### config.mk
export PLATFORM = sky130hd
export DESIGN_NAME = axiApbBridge
export DESIGN_NICKNAME = d
export VERILOG_FILES = /design/src/logic/bridgePkg.sv /design/src/logic/syncFifo.sv /design/src/logic/axiIngress.sv /design/src/logic/slaveDecoder.sv /design/src/logic/apbSequencer.sv /design/src/logic/axiResponder.sv /design/src/logic/axiApbBridge.sv
export SDC_FILE = /design/constraint.sdc
export NUM_CORES = 1
export LEC_CHECK = 0
export ABC_AREA = 1
export BUFFER_PORTS_ARGS = -buffer_cell sky130_fd_sc_hd__buf_4
export CORE_MARGIN = 5
export CORE_UTILIZATION = 30
export DETAILED_ROUTE_END_ITERATION = 10
export PLACE_DENSITY = 0.44
export SYNTH_ARGS = -nofsm -noshare
export SYNTH_HDL_FRONTEND = slang
export SYNTH_SLANG_ARGS = --single-unit
### constraint.sdc
create_clock -name pclk -period 5.4 [get_ports pclk]
set_input_delay 0 -clock pclk [delete_from_list [all_inputs] [get_ports pclk]]
set_output_delay 0 -clock pclk [all_outputs]
set_load 0.005 [all_outputs]
### src/logic/bridgePkg.sv
// shared widths, AXI response and burst codes
// APB slave address map
// sequencer state codes
// queue entry and APB request structs
`default_nettype none

package bridgePkg;

  localparam int addrWidth = 32;
  localparam int dataWidth = 32;
  localparam int strbWidth = 4;
  localparam int idWidth   = 8;
  localparam int lenWidth  = 8;
  localparam int slaveNum  = 4;
  localparam int fifoDepth = 4;

  // slave i owns [i*0x1000, i*0x1000 + 0xfff]
  localparam logic [slaveNum-1:0][addrWidth-1:0] slaveBase = {
    32'h0000_3000, 32'h0000_2000, 32'h0000_1000, 32'h0000_0000
  };
  localparam logic [addrWidth-1:0] slaveSize = 32'h0000_1000;

  localparam logic [1:0] respOkay   = 2'd0;
  localparam logic [1:0] respSlvErr = 2'd2;
  localparam logic [1:0] respDecErr = 2'd3;

  localparam logic [1:0] burstFixed = 2'd0;
  localparam logic [1:0] burstIncr  = 2'd1;

  // wait holds a granted burst until its beat can start
  localparam logic [1:0] stIdle   = 2'd0;
  localparam logic [1:0] stWait   = 2'd1;
  localparam logic [1:0] stSetup  = 2'd2;
  localparam logic [1:0] stAccess = 2'd3;

  typedef struct packed {
    logic [addrWidth-1:0] addr;
    logic [idWidth-1:0]   id;
    logic [lenWidth-1:0]  len;
    logic [1:0]           burst;
    logic [2:0]           prot;
  } axiAddrT;

  typedef struct packed {
    logic [dataWidth-1:0] data;
    logic [strbWidth-1:0] strb;
  } axiWrDataT;

  typedef struct packed {
    logic [dataWidth-1:0] data;
    logic [1:0]           resp;
    logic [idWidth-1:0]   id;
    logic                 last;
  } axiRdRespT;

  typedef struct packed {
    logic [addrWidth-1:0] paddr;
    logic [dataWidth-1:0] pwdata;
    logic [strbWidth-1:0] pstrb;
    logic [2:0]           pprot;
    logic                 pwrite;
    logic                 penable;
  } apbReqT;

endpackage

`default_nettype wire

### src/logic/syncFifo.sv
// generic synchronous FIFO
// circular buffer with read/write pointers and an entry count
// push when full and pop when empty are dropped
`timescale 1ns/1ps
`default_nettype none

module syncFifo #(
  parameter int width = 8,
  parameter int depth = 4
) (
  input  wire              pclk,
  input  wire              preset_n,
  input  wire              push,
  input  wire              pop,
  input  wire [width-1:0]  din,
  output logic [width-1:0] dout,
  output logic             full,
  output logic             empty
);

  logic [width-1:0]         mem [depth];
  logic [$clog2(depth)-1:0] wrPtr;
  logic [$clog2(depth)-1:0] rdPtr;
  logic [$clog2(depth):0]   count;
  logic                     doPush;
  logic                     doPop;

  assign doPush = push && !full;
  assign doPop  = pop && !empty;
  assign full   = (count == depth[$clog2(depth):0]);
  assign empty  = (count == '0);
  assign dout   = mem[rdPtr];

  always_ff @(posedge pclk) begin
    if (doPush) begin
      mem[wrPtr] <= din;
    end
  end

  always_ff @(posedge pclk or negedge preset_n) begin
    if (!preset_n) begin
      wrPtr <= '0;
      rdPtr <= '0;
      count <= '0;
    end else begin
      if (doPush) begin
        wrPtr <= (int'(wrPtr) == depth - 1) ? '0 : wrPtr + 1'b1;
      end
      if (doPop) begin
        rdPtr <= (int'(rdPtr) == depth - 1) ? '0 : rdPtr + 1'b1;
      end
      case ({doPush, doPop})
        2'b10:   count <= count + 1'b1;
        2'b01:   count <= count - 1'b1;
        default: count <= count;
      endcase
    end
  end

endmodule

`default_nettype wire

### src/logic/axiIngress.sv
// AXI input side
// write address, write data and read address queues
// each channel is ready while its queue has room
`timescale 1ns/1ps
`default_nettype none

module axiIngress (
  input  wire                   pclk,
  input  wire                   preset_n,
  input  wire                   awvalid,
  input  wire bridgePkg::axiAddrT   awReq,
  output logic                  awready,
  input  wire                   wvalid,
  input  wire bridgePkg::axiWrDataT wBeat,
  output logic                  wready,
  input  wire                   arvalid,
  input  wire bridgePkg::axiAddrT   arReq,
  output logic                  arready,
  output bridgePkg::axiAddrT    awHead,
  output bridgePkg::axiWrDataT  wHead,
  output bridgePkg::axiAddrT    arHead,
  output logic                  awPending,
  output logic                  wPending,
  output logic                  arPending,
  input  wire                   awPop,
  input  wire                   wPop,
  input  wire                   arPop
);
  import bridgePkg::*;

  logic awFull;
  logic wFull;
  logic arFull;
  logic awEmpty;
  logic wEmpty;
  logic arEmpty;

  assign awready   = !awFull;
  assign wready    = !wFull;
  assign arready   = !arFull;
  assign awPending = !awEmpty;
  assign wPending  = !wEmpty;
  assign arPending = !arEmpty;

  syncFifo #(.width($bits(axiAddrT)), .depth(fifoDepth)) awFifo (
    .pclk, .preset_n, .push(awvalid && awready), .pop(awPop),
    .din(awReq), .dout(awHead), .full(awFull), .empty(awEmpty)
  );

  syncFifo #(.width($bits(axiWrDataT)), .depth(fifoDepth)) wFifo (
    .pclk, .preset_n, .push(wvalid && wready), .pop(wPop),
    .din(wBeat), .dout(wHead), .full(wFull), .empty(wEmpty)
  );

  syncFifo #(.width($bits(axiAddrT)), .depth(fifoDepth)) arFifo (
    .pclk, .preset_n, .push(arvalid && arready), .pop(arPop),
    .din(arReq), .dout(arHead), .full(arFull), .empty(arEmpty)
  );

endmodule

`default_nettype wire

### src/logic/slaveDecoder.sv
// APB slave decode
// start address to one-hot slave select over the package map
// slave reply mux, masked by the registered psel
// out-of-map bursts complete at once with an error and zero data
`timescale 1ns/1ps
`default_nettype none

module slaveDecoder (
  input  wire  [bridgePkg::addrWidth-1:0]                     startAddr,
  input  wire  [bridgePkg::slaveNum-1:0]                      psel,
  output logic [bridgePkg::slaveNum-1:0]                      sel,
  output logic                                                outOfMap,
  input  wire  [bridgePkg::slaveNum-1:0]                      pready,
  input  wire  [bridgePkg::slaveNum-1:0]                      pslverr,
  input  wire  [bridgePkg::slaveNum-1:0][bridgePkg::dataWidth-1:0] prdata,
  output logic                                                beatReady,
  output logic                                                beatErr,
  output logic [bridgePkg::dataWidth-1:0]                     beatData
);
  import bridgePkg::*;

  // unsigned offset check covers both window edges
  always_comb begin
    for (int i = 0; i < slaveNum; i++) begin
      sel[i] = (startAddr - slaveBase[i]) < slaveSize;
    end
  end

  assign outOfMap = !(|sel);

  always_comb begin
    beatReady = outOfMap;
    beatErr   = outOfMap;
    beatData  = '0;
    for (int i = 0; i < slaveNum; i++) begin
      if (psel[i]) begin
        beatReady = beatReady | pready[i];
        beatErr   = beatErr | pslverr[i];
        beatData  = beatData | prdata[i];
      end
    end
  end

endmodule

`default_nettype wire

### src/logic/apbSequencer.sv
// burst sequencer between the AXI queues and the APB bus
// read/write arbitration, alternating when both are pending
// beat counter, INCR/FIXED address stepping
// APB setup/access FSM with per-beat back-pressure
// sticky write response, per-beat read response
`timescale 1ns/1ps
`default_nettype none

module apbSequencer (
  input  wire                             pclk,
  input  wire                             preset_n,
  input  wire bridgePkg::axiAddrT         awHead,
  input  wire bridgePkg::axiWrDataT       wHead,
  input  wire bridgePkg::axiAddrT         arHead,
  input  wire                             awPending,
  input  wire                             wPending,
  input  wire                             arPending,
  output logic                            awPop,
  output logic                            wPop,
  output logic                            arPop,
  output logic [bridgePkg::addrWidth-1:0] startAddr,
  input  wire  [bridgePkg::slaveNum-1:0]  sel,
  input  wire                             outOfMap,
  input  wire                             beatReady,
  input  wire                             beatErr,
  input  wire  [bridgePkg::dataWidth-1:0] beatData,
  output logic [bridgePkg::slaveNum-1:0]  psel,
  output bridgePkg::apbReqT               apbReq,
  output logic                            rdPush,
  output bridgePkg::axiRdRespT            rdBeat,
  output logic                            wrDone,
  output logic [1:0]                      bResp,
  output logic [bridgePkg::idWidth-1:0]   bId,
  input  wire                             rdSpace,
  input  wire                             bBusy
);
  import bridgePkg::*;

  logic [1:0]          state;
  logic                grantWr;
  logic                lastWr;
  axiAddrT             cur;
  logic [lenWidth-1:0] beatCnt;
  logic                wrReq;
  logic                rdReq;
  logic                pickWr;
  logic                grant;
  logic                beatOk;
  logic                beatEnd;
  logic                lastBeat;

  // ======================================================================
  // arbitration and beat conditions
  // ======================================================================
  assign wrReq    = awPending && !bBusy;
  assign rdReq    = arPending;
  assign pickWr   = wrReq && (!rdReq || !lastWr);
  // hold off while the finished write still sits at the queue head
  assign grant    = (state == stIdle) && !wrDone && (wrReq || rdReq);
  assign beatOk   = grantWr ? wPending : rdSpace;
  assign beatEnd  = (state == stAccess) && beatReady;
  assign lastBeat = (beatCnt == cur.len);

  assign startAddr = cur.addr;
  assign wPop      = (state == stWait) && beatOk && grantWr;
  assign arPop     = beatEnd && lastBeat && !grantWr;
  assign awPop     = wrDone;
  assign rdPush    = beatEnd && !grantWr;
  assign bId       = cur.id;

  always_comb begin
    rdBeat.data = beatData;
    rdBeat.id   = cur.id;
    rdBeat.last = lastBeat;
    if (outOfMap) begin
      rdBeat.resp = respDecErr;
    end else if (beatErr) begin
      rdBeat.resp = respSlvErr;
    end else begin
      rdBeat.resp = respOkay;
    end
  end

  always_ff @(posedge pclk) begin
    if (grant) begin
      cur <= pickWr ? awHead : arHead;
    end
  end

  // ======================================================================
  // APB state machine
  // ======================================================================
  always_ff @(posedge pclk or negedge preset_n) begin
    if (!preset_n) begin
      state   <= stIdle;
      grantWr <= 1'b0;
      lastWr  <= 1'b0;
      beatCnt <= '0;
      bResp   <= respOkay;
      wrDone  <= 1'b0;
      psel    <= '0;
      apbReq  <= '0;
    end else begin
      wrDone <= 1'b0;
      case (state)
        stIdle: begin
          if (grant) begin
            grantWr       <= pickWr;
            lastWr        <= pickWr;
            beatCnt       <= '0;
            bResp         <= respOkay;
            apbReq.paddr  <= pickWr ? awHead.addr : arHead.addr;
            apbReq.pprot  <= pickWr ? awHead.prot : arHead.prot;
            apbReq.pwrite <= pickWr;
            state         <= stWait;
          end
        end
        stWait: begin
          if (beatOk) begin
            psel          <= sel;
            apbReq.pwdata <= grantWr ? wHead.data : '0;
            apbReq.pstrb  <= grantWr ? wHead.strb : '0;
            state         <= stSetup;
          end
        end
        stSetup: begin
          apbReq.penable <= 1'b1;
          state          <= stAccess;
        end
        default: begin
          if (beatReady) begin
            apbReq.penable <= 1'b0;
            // decode error holds for the whole burst, so it always wins
            if (grantWr && outOfMap) begin
              bResp <= respDecErr;
            end else if (grantWr && beatErr) begin
              bResp <= respSlvErr;
            end
            if (lastBeat) begin
              psel   <= '0;
              wrDone <= grantWr;
              state  <= stIdle;
            end else begin
              beatCnt <= beatCnt + 1'b1;
              if (cur.burst == burstIncr) begin
                apbReq.paddr <= apbReq.paddr + addrWidth'(4);
              end
              state <= stWait;
            end
          end
        end
      endcase
    end
  end

endmodule

`default_nettype wire

### src/logic/axiResponder.sv
// AXI output side
// read beat FIFO feeding the R channel
// single write response register held until bready
`timescale 1ns/1ps
`default_nettype none

module axiResponder (
  input  wire                             pclk,
  input  wire                             preset_n,
  input  wire                             rdPush,
  input  wire bridgePkg::axiRdRespT       rdBeat,
  output logic                            rdSpace,
  output logic                            rvalid,
  output bridgePkg::axiRdRespT            rBeat,
  input  wire                             rready,
  input  wire                             wrDone,
  input  wire  [1:0]                      bResp,
  input  wire  [bridgePkg::idWidth-1:0]   bId,
  output logic                            bBusy,
  output logic                            bvalid,
  output logic [1:0]                      bresp,
  output logic [bridgePkg::idWidth-1:0]   bid,
  input  wire                             bready
);
  import bridgePkg::*;

  logic rdFull;
  logic rdEmpty;

  assign rdSpace = !rdFull;
  assign rvalid  = !rdEmpty;

  syncFifo #(.width($bits(axiRdRespT)), .depth(fifoDepth)) rdFifo (
    .pclk, .preset_n, .push(rdPush), .pop(rvalid && rready),
    .din(rdBeat), .dout(rBeat), .full(rdFull), .empty(rdEmpty)
  );

  // ======================================================================
  // write response channel
  // ======================================================================
  always_ff @(posedge pclk or negedge preset_n) begin
    if (!preset_n) begin
      bvalid <= 1'b0;
    end else if (wrDone) begin
      bvalid <= 1'b1;
    end else if (bready) begin
      bvalid <= 1'b0;
    end
  end

  always_ff @(posedge pclk) begin
    if (wrDone) begin
      bresp <= bResp;
      bid   <= bId;
    end
  end

  // no new write until the master takes this response
  assign bBusy = bvalid;

endmodule

`default_nettype wire

### src/logic/axiApbBridge.sv
// AXI to APB bridge top level
// input queues, burst sequencer with slave decode, response side
`timescale 1ns/1ps
`default_nettype none

module axiApbBridge (
  input  wire                                                 pclk,
  input  wire                                                 preset_n,
  input  wire                                                 awvalid,
  input  wire bridgePkg::axiAddrT                             awReq,
  output logic                                                awready,
  input  wire                                                 wvalid,
  input  wire bridgePkg::axiWrDataT                           wBeat,
  output logic                                                wready,
  input  wire                                                 arvalid,
  input  wire bridgePkg::axiAddrT                             arReq,
  output logic                                                arready,
  output logic                                                rvalid,
  output bridgePkg::axiRdRespT                                rBeat,
  input  wire                                                 rready,
  output logic                                                bvalid,
  output logic [1:0]                                          bresp,
  output logic [bridgePkg::idWidth-1:0]                       bid,
  input  wire                                                 bready,
  output bridgePkg::apbReqT                                   apbReq,
  output logic [bridgePkg::slaveNum-1:0]                      psel,
  input  wire  [bridgePkg::slaveNum-1:0]                      pready,
  input  wire  [bridgePkg::slaveNum-1:0]                      pslverr,
  input  wire  [bridgePkg::slaveNum-1:0][bridgePkg::dataWidth-1:0] prdata
);
  import bridgePkg::*;

  axiAddrT              awHead;
  axiWrDataT            wHead;
  axiAddrT              arHead;
  logic                 awPending;
  logic                 wPending;
  logic                 arPending;
  logic                 awPop;
  logic                 wPop;
  logic                 arPop;
  logic [addrWidth-1:0] startAddr;
  logic [slaveNum-1:0]  sel;
  logic                 outOfMap;
  logic                 beatReady;
  logic                 beatErr;
  logic [dataWidth-1:0] beatData;
  logic                 rdPush;
  axiRdRespT            rdBeat;
  logic                 wrDone;
  logic [1:0]           bResp;
  logic [idWidth-1:0]   bId;
  logic                 rdSpace;
  logic                 bBusy;

  // ======================================================================
  // input side, processing, output side
  // ======================================================================
  axiIngress ingress (.*);

  apbSequencer sequencer (.*);

  slaveDecoder decoder (.*);

  axiResponder responder (.*);

endmodule

`default_nettype wire

After elaboration in Yosys (flattened, before gate mapping). Memories as Yosys holds them, arrays and structs flattened. Cells that the tools add are included.

Register bits: 179. Memory bits (writable): 740. Input bits: 285. Memories: 4.

Add/sub/neg operators: 21. Bitwise operators: 14. Muxes and demuxes: 70. Eq/ne operators: 28. Reduce and logical (&&, ||, !) cells: 68. $lt $le $gt $ge: 4.

Memories: ingress.arFifo.mem (words 4, width 53, rd ports 1, clocked after Yosys merged registers in 0, write ports 1, line syncFifo.sv:21) `logic [width-1:0] mem [depth];`; ingress.awFifo.mem (words 4, width 53, rd ports 1, clocked after Yosys merged registers in 0, write ports 1, line syncFifo.sv:21); responder.rdFifo.mem (words 4, width 43, rd ports 1, clocked after Yosys merged registers in 0, write ports 1, line syncFifo.sv:21); ingress.wFifo.mem (words 4, width 36, rd ports 1, clocked after Yosys merged registers in 0, write ports 1, line syncFifo.sv:21).

Operators by type and width (count): 2-to-1 mux 32 bit (10); less-than comparator 32 x 13 -> 1 bit, second input constant (4); OR 32 bit (3); case mux 32 bit (2 select lines) (1); subtractor 32 x 14 -> 32 bit, second input constant (2); 2-to-1 mux 53 bit (1); 2-to-1 mux 2 bit (17); adder 32 x 3 -> 32 bit, second input constant (1); subtractor 32 x 13 -> 32 bit, second input constant (1); equality test 2 x 1 -> 1 bit, second input constant (14); logical AND 1 bit (24); 2-to-1 mux 1 bit (24); 2-to-1 mux 8 bit (3); case mux 3 bit (2 select lines) (4); nonzero test 2 bit (10); adder 2 x 1 -> 2 bit, second input constant (8); 2-to-1 mux 4 bit (4); case mux 8 bit (2 select lines) (1); adder 3 x 1 -> 3 bit, second input constant (4); equality test 2 bit, second input constant (6); equality test 3 bit, second input constant (4); zero test 1 bit (12); zero test 3 bit (4); AND reduction 4 bit (3); other kinds (22) (40).

Longest topological paths before layout.
Depth in word-level cells: 18. Gate-level depth with buffers: 22. Depth with buffers taken out: 22.

Cells and area by module. A second synthesis with hierarchy kept.

Cell total of the unflattened synthesis: 3894. Area, all modules: 42394.4 µm².

Modules (own cells, without submodules): syncFifo (ingress.awFifo) (area an instance 9168.8 µm², cells each 679, sequential area each 6541.3 µm², times used 1); syncFifo (ingress.arFifo) (area an instance 9163.8 µm², cells each 679, sequential area each 6541.3 µm², times used 1); apbSequencer (area an instance 8012.7 µm², cells each 1004, sequential area each 3753.6 µm², times used 1); syncFifo (responder.rdFifo) (area an instance 7225.7 µm², cells each 562, sequential area each 5340.1 µm², times used 1); syncFifo (ingress.wFifo) (area an instance 6202.2 µm², cells each 480, sequential area each 4499.3 µm², times used 1); slaveDecoder (area an instance 2203.4 µm², cells each 458, sequential area each 0.0 µm², times used 1); axiResponder (area an instance 365.4 µm², cells each 20, sequential area each 325.3 µm², times used 1); axiIngress (area an instance 52.6 µm², cells each 12, sequential area each 0.0 µm², times used 1).

Least setup slack after synthesis. No wires, ideal clock.

Path kind: register to register. Start point: register sequencer.cur, in the netlist sequencer.startAddr[14]. End point: memory responder.rdFifo.mem[0][0] in the netlist's numbering (enable). Arrival time: 3755 ps. Required time: 4956 ps. Stages on the path, launching flop included: 15. Clock period less this slack: 4199 ps. Setup slack: 1201 ps. Buffers on the path: 0. Path through: edfxtp_1 inv_1 ha_1 inv_1 nor2_4 nand3b_1 nor2_1 nor2_1 nand2_1 nor2_1 nor2_1 nand3_4 nand2_4 nand3_2 nor2_1.

Word-level cells in the longest chain between the ends: 17.

RTL lines: start: declaration (line apbSequencer.sv:42) `axiAddrT cur;`; start signal: assignment (line apbSequencer.sv:86) `cur <= pickWr ? awHead : arHead;`; subtractor 32 x 13 -> 32 bit or subtractor 32 x 14 -> 32 bit (tied branches) (line slaveDecoder.sv:25) `sel[i] = (startAddr - slaveBase[i]) < slaveSize;`; less-than comparator 32 x 13 -> 1 bit (line slaveDecoder.sv:25); OR reduction 4 bit * (line slaveDecoder.sv:29) `assign outOfMap = !(|sel);`; zero test 1 bit * (line slaveDecoder.sv:29); OR 1 bit (line slaveDecoder.sv:37) `beatReady = beatReady | pready[i];`; 2-to-1 mux 1 bit * (line slaveDecoder.sv:36) `if (psel[i]) begin`; OR 1 bit (line slaveDecoder.sv:37); 2-to-1 mux 1 bit * (line slaveDecoder.sv:36); OR 1 bit (line slaveDecoder.sv:37); 2-to-1 mux 1 bit * (line slaveDecoder.sv:36); OR 1 bit (line slaveDecoder.sv:37); 2-to-1 mux 1 bit * (line slaveDecoder.sv:36); logical AND 1 bit * (line apbSequencer.sv:61) `assign beatEnd = (state == stAccess) && beatReady;`; logical AND 1 bit * (line apbSequencer.sv:68) `assign rdPush = beatEnd && !grantWr;`; logical AND 1 bit * (line syncFifo.sv:28) `assign doPush = push && !full;`; 2-to-1 mux 1 bit * (line syncFifo.sv:35) `if (doPush) begin`; 2-to-1 mux 1 bit (implied by the code) * (line syncFifo.sv:36) `mem[wrPtr] <= din;`; end: declaration (line syncFifo.sv:21).

Every way passes the cells marked *; elsewhere a longest branch is shown, timed or not.

Worst setup path after layout.
Start point: register sequencer.psel[2] in the netlist's numbering. End point: register responder.rdFifo.count[2].

Word-level cells in the longest chain between the ends: 8.

RTL lines: start: declaration (line apbSequencer.sv:27) `output logic [bridgePkg::slaveNum-1:0] psel,`; start signal: assignment (line apbSequencer.sv:120) `psel <= sel;`; 2-to-1 mux 1 bit * (line slaveDecoder.sv:36); OR 1 bit (line slaveDecoder.sv:37); 2-to-1 mux 1 bit * (line slaveDecoder.sv:36); logical AND 1 bit * (line apbSequencer.sv:61); logical AND 1 bit * (line apbSequencer.sv:68); logical AND 1 bit * (line syncFifo.sv:28); equality test 2 x 1 -> 1 bit or equality test 2 bit (tied branches) (line syncFifo.sv:52) `case ({doPush, doPop})`; case mux 3 bit (2 select lines) or nonzero test 2 bit (tied branches); end signal: assignment (line syncFifo.sv:53) `2'b10: count <= count + 1'b1;`; end signal: assignment (line syncFifo.sv:54) `2'b01: count <= count - 1'b1;`; end signal: assignment (line syncFifo.sv:55) `default: count <= count;`; end: declaration (line syncFifo.sv:24) `logic [$clog2(depth):0] count;`.

Marks and branches as above. A chain may end at the register's enable or synchronous reset.

==> results by stage <==
Status:
- The flow ran to the end, and the final reports show no timing, DRC or antenna violations.

Power and ir drop:
- The share of total power dissipated in sequential elements is 0.419.
- Of the total power, the share spent switching nets is 0.357.
- Of the total power, the clock network draws 0.279.
- The internal portion of total power is 15.6 mW.
- The power density normalized to cell area is 500 mW/mm^2.
- VDD sags by at most 0.281 mV.
- The analysis attributes to cell leakage a power of 18.0 nW.
- The switching power total is 8.68 mW.
- The part of the power in combinational logic is 0.302.

Final layout:
- In the final layout, flip-flops and latches occupy 0.0267 mm^2.
- For this run, the post-layout net count is 4221.
- The final-layout fill cell count is 12200.
- In the final layout, the share of cells above drive strength 1 is 0.185.
- The post-route cell area is 0.0486 mm^2.
- The final cell utilization of the core is 0.386.
- The area used by multi-input combinational logic is 0.0103 mm^2.
- The top cell types in the final layout, fill and taps aside, are 788 x sky130_fd_sc_hd__edfxtp_1, 556 x sky130_fd_sc_hd__nor2_1, 473 x sky130_fd_sc_hd__nand2_1, 469 x sky130_fd_sc_hd__buf_4, 464 x sky130_fd_sc_hd__o21ai_0.
- The signed area change from the synthesized netlist to the final layout is 27.8%.
- The most common cell after layout, fill and taps aside is sky130_fd_sc_hd__edfxtp_1.
- The finished layout holds 5649 standard cells, fillers aside.

Logic synthesis:
- Counting flops and latches in the post-synthesis netlist gives 907.
- Synthesis instantiated 45 different standard cells from the library.
- The post-synthesis async set-or-reset flop share is 0.131.
- In this run the mean area of a mapped cell was 11.6 um^2.
- The post-synthesis sequential area ratio is 0.701.
- The count of flip-flops with a built-in enable after synthesis is 788.
- After synthesis the cells add up to 0.0380 mm^2.
- The number of nets handed over by synthesis was 3600.
- In the synthesized netlist the dominant register cell turns out to be sky130_fd_sc_hd__edfxtp_1.
- After technology mapping, the gate count stands at 3277.
- The Yosys warning count is 0.

Routing:
- The routed layout has 26700 vias.
- The number of vias per cell is 4.73.
- The average wire length per cell after detail routing is 20.7 um.
- Before antenna repair, the detailed router went through 5 iterations.
- The final routed DRC violation total is 0.
- The count of routing violations after the opening detailed-route iteration is 1602.
- For this block, the routed nets add up to 117000 um of wire.
- Once detail routing completed, the nets flagged for antenna violations numbered 0.

Global route:
- The number of antenna violations at the first check in global routing came to 20.
- The global-route congestion overflow total is 0.
- The pin count of the biggest net entering global routing is 89.
- The total routing resource utilization after global routing is 0.170.
- The first global-routing pass estimated 175000 um of wire.
- The number of global-route vias before repair is 26400.

Placed design:
- At the end of routability-driven placement, the weighted congestion stood at 0.885.
- The post-place setup slack is 1750 ps.
- After detailed placement, the total cell area comes to 0.0430 mm^2.
- The placed instance count is 5223.
- The number of buffer cells added on primary ports is 419.
- The post-detailed-placement half-perimeter wirelength is 75800 um.

STA:
- The total count of max-transition violations in the final report came to 0.
- The worst-case clock skew is 38.2 ps.
- For the pin with the worst max-slew slack, the measured transition is 1060 ps.
- The share of the clock period used by the worst path after layout is 0.694.
- The worst pin sits at a relative slew slack of 0.291.
- Setup violations remaining at the end of the flow were counted as 0.
- Timing would allow up to 267 MHz.
- After layout, the worst setup slack is 1650 ps.
- Setup repair after global routing left no endpoint under its margin.
- The final-report hold violation count is 0.
- After routing, the total negative slack on setup checks comes to 0 ps.
- For the finished layout, the period the worst path requires is 3750 ps.

Clocking:
- Clock tree synthesis found a total of 907 sinks.
- The clock input transition at the sequential cells of the worst setup and hold paths is 60 ps.
- The clock latency on the worst-skew pair is 690 ps.
- The CTS tree is yes.
- No sink is reached through more buffers than the 3 on the longest clock path.
- After clock tree synthesis, the repair step resized 0 gates.
- The count of buffers added by post-CTS timing repair for setup is 0.
- The tree is rooted in a sky130_fd_sc_hd__clkbuf_16.
- Counting the buffers created by CTS gives 103.
- The total number of H-tree levels is 3.
- After clock tree synthesis, the flow added hold-fix buffers numbering 220.

Worst setup path:
- The slowest stage of the critical path belongs to the cell sky130_fd_sc_hd__dlygate4sd3_1.
- The kind of end point of the critical path is a flop.
- The data required time at the worst endpoint is 5960 ps.
- The start of the worst register-to-register path is sequencer.psel[2].
- Traced cell by cell, the critical path runs through buf_4, a22o_1, a221oi_1, dlygate4sd3_1, nand2_4, nand3_2, ha_1, inv_1, fa_1, a21oi_1, o21ai_0, xor2_1.
- For flop-to-flop paths, the worst setup slack is 1650 ps.
- The startpoint kind of the worst setup timing path is a flop.
- The largest fanout on the critical path is 36.
- The startpoint-to-endpoint class of the critical path is flop to flop.
- In this run the critical register-to-register path is captured at responder.rdFifo.count[2].
- The depth of the worst register-to-register path is 12.
- The delay of the slowest cell on the worst path is 750 ps.
- The critical path arrival is 4300 ps.

Job:
- The number of violations of the max-capacitance limit is 0.

Floorplan:
- The die covers 0.134 mm^2.
- The number of rows in the core area is 130.
- The die is 366 um wide.
- For this design the top-level I/O count stands at 420.
- The starting density of the core is 0.302.
- After floorplanning, the core was sized to cover 0.126 mm^2.
- In this run the vertical extent of the chip is 366 um.

Min path:
- The min-delay analysis places its worst path in the category input pin to flop.
- Counting instances, the worst hold path has a depth of 2.
- The path with the worst hold slack has its endpoint at ingress.arFifo.mem[3][30].
- The beginning of the worst hold path is arReq[30].
sequential cells by signal, indices dropped and copies added (netlist names), 3 cells and up:
name,cells
ingress.arFifo.count,3
ingress.arFifo.mem,212
ingress.awFifo.count,3
ingress.awFifo.mem,212
ingress.wFifo.count,3
ingress.wFifo.mem,144
responder.bid,8
responder.rdFifo.count,3
responder.rdFifo.mem,172
sequencer.apbReq,73
sequencer.bId,8
sequencer.beatCnt,8
sequencer.cur,10
sequencer.psel,4
sequencer.startAddr,20
how the worst max path moves through the flow:
| stage | start | to | slack, ps | depth (start not counted) |
|---|---|---|---|---|
| global placement | sequencer.startAddr[13] | responder.rdFifo.count[2] | 1850 | 20 |
| finish | sequencer.psel[2] | responder.rdFifo.count[2] | 1650 | 12 |
| global route | sequencer.startAddr[14] | responder.rdFifo.count[2] | 1360 | 20 |
| floorplan | sequencer.startAddr[14] | responder.rdFifo.mem[0][0] | 1200 | 14 |
| detailed placement | sequencer.startAddr[14] | responder.rdFifo.count[2] | 1750 | 20 |
| CTS | sequencer.psel[2] | responder.rdFifo.count[2] | 1670 | 12 |
layout make-up:
cell class / instances / share of cell area
antenna: 16 / 0.000824
clock buffer: 139 / 0.0571
inverter: 137 / 0.0106
sequential: 907 / 0.549
clock inverter: 51 / 0.0102
timing repair buffer: 690 / 0.118
multi-input combinational: 2059 / 0.212
tap: 1650 / 0.0425
synthesized netlist by cell type (7+ instances only):
master / instances / share of area
sky130_fd_sc_hd__inv_1: 131 / 0.013
sky130_fd_sc_hd__a21oi_1: 32 / 0.0042
sky130_fd_sc_hd__ha_1: 34 / 0.011
sky130_fd_sc_hd__xor2_1: 25 / 0.0058
sky130_fd_sc_hd__edfxtp_1: 788 / 0.62
sky130_fd_sc_hd__clkbuf_1: 155 / 0.015
sky130_fd_sc_hd__buf_1: 9 / 0.00089
sky130_fd_sc_hd__nand3_1: 75 / 0.0099
sky130_fd_sc_hd__nand2_2: 25 / 0.0041
sky130_fd_sc_hd__dfrtp_1: 119 / 0.078
sky130_fd_sc_hd__nand2_1: 473 / 0.047
sky130_fd_sc_hd__o21ai_2: 22 / 0.0051
sky130_fd_sc_hd__o22ai_1: 138 / 0.023
sky130_fd_sc_hd__nor3_1: 15 / 0.0020
sky130_fd_sc_hd__o21ai_0: 464 / 0.061
sky130_fd_sc_hd__or2_2: 13 / 0.0021
sky130_fd_sc_hd__nand4_1: 51 / 0.0084
sky130_fd_sc_hd__o21ai_1: 7 / 0.00092
sky130_fd_sc_hd__a31oi_1: 42 / 0.0069
sky130_fd_sc_hd__nor2_1: 572 / 0.057
sky130_fd_sc_hd__nor2_4: 17 / 0.0050
kinds of logic (layout without fill, tap and decap cells):
group                    count (synthesis)  count (layout)  share of synthesized area
XOR/XNOR                                31              31                    0.00715
AND/OR/NAND/NOR                       1265            1265                      0.141
AO/OA/AOI/OAI                          725             725                      0.106
flip-flops                             907             907                      0.701
buffers and inverters                  311            1017                     0.0320
other                                    0              16                          0
adder cells (fa/ha/maj)                 38              38                     0.0133
routing by layer:
layer	vias to the layer above	wire length, um	global-route usage
li1	12900	-	-
met3	149	6920	0.0382
met2	652	51700	0.263
met4	8	2490	0.0416
met1	13000	55700	0.242
met5	-	55	0
worst max-delay path, delay by kind of cell, from the launching register on:
| kind | cells | cell delay, ps |
|---|---|---|
| AOI/OAI and AO/OA | 4 | 1070 |
| xor gates and xnor gates | 1 | 160 |
| adders and majority gates | 2 | 590 |
| buffers and inverters | 3 | 1080 |
| DFF | 1 | 350 |
| and+or+nand+nor | 2 | 370 |
through the flow:
| stage | power (mW) | hold WS [ps] |
|---|---|---|
| 4_1_cts | 24.7 | 1.84 |
| 3_5_place_dp | 17.7 | 79.5 |
| 3_3_place_gp | 17.7 | 79.9 |
| 2_1_floorplan | 14.3 | -296 |
| 5_1_grt | 25.8 | 36.4 |
| 6_report | 24.3 | 55.6 |
power groups by stage:
stage	logic (mW)	clock network, mW	registers, mW
2_1_floorplan	4.23	0	10.0
3_3_place_gp	7.37	0	10.3
3_5_place_dp	7.38	0	10.3
4_1_cts	7.54	6.99	10.2
5_1_grt	8.20	7.28	10.3
6_report	7.35	6.78	10.2
No activity file was read; power rests on OpenSTA's default activity.
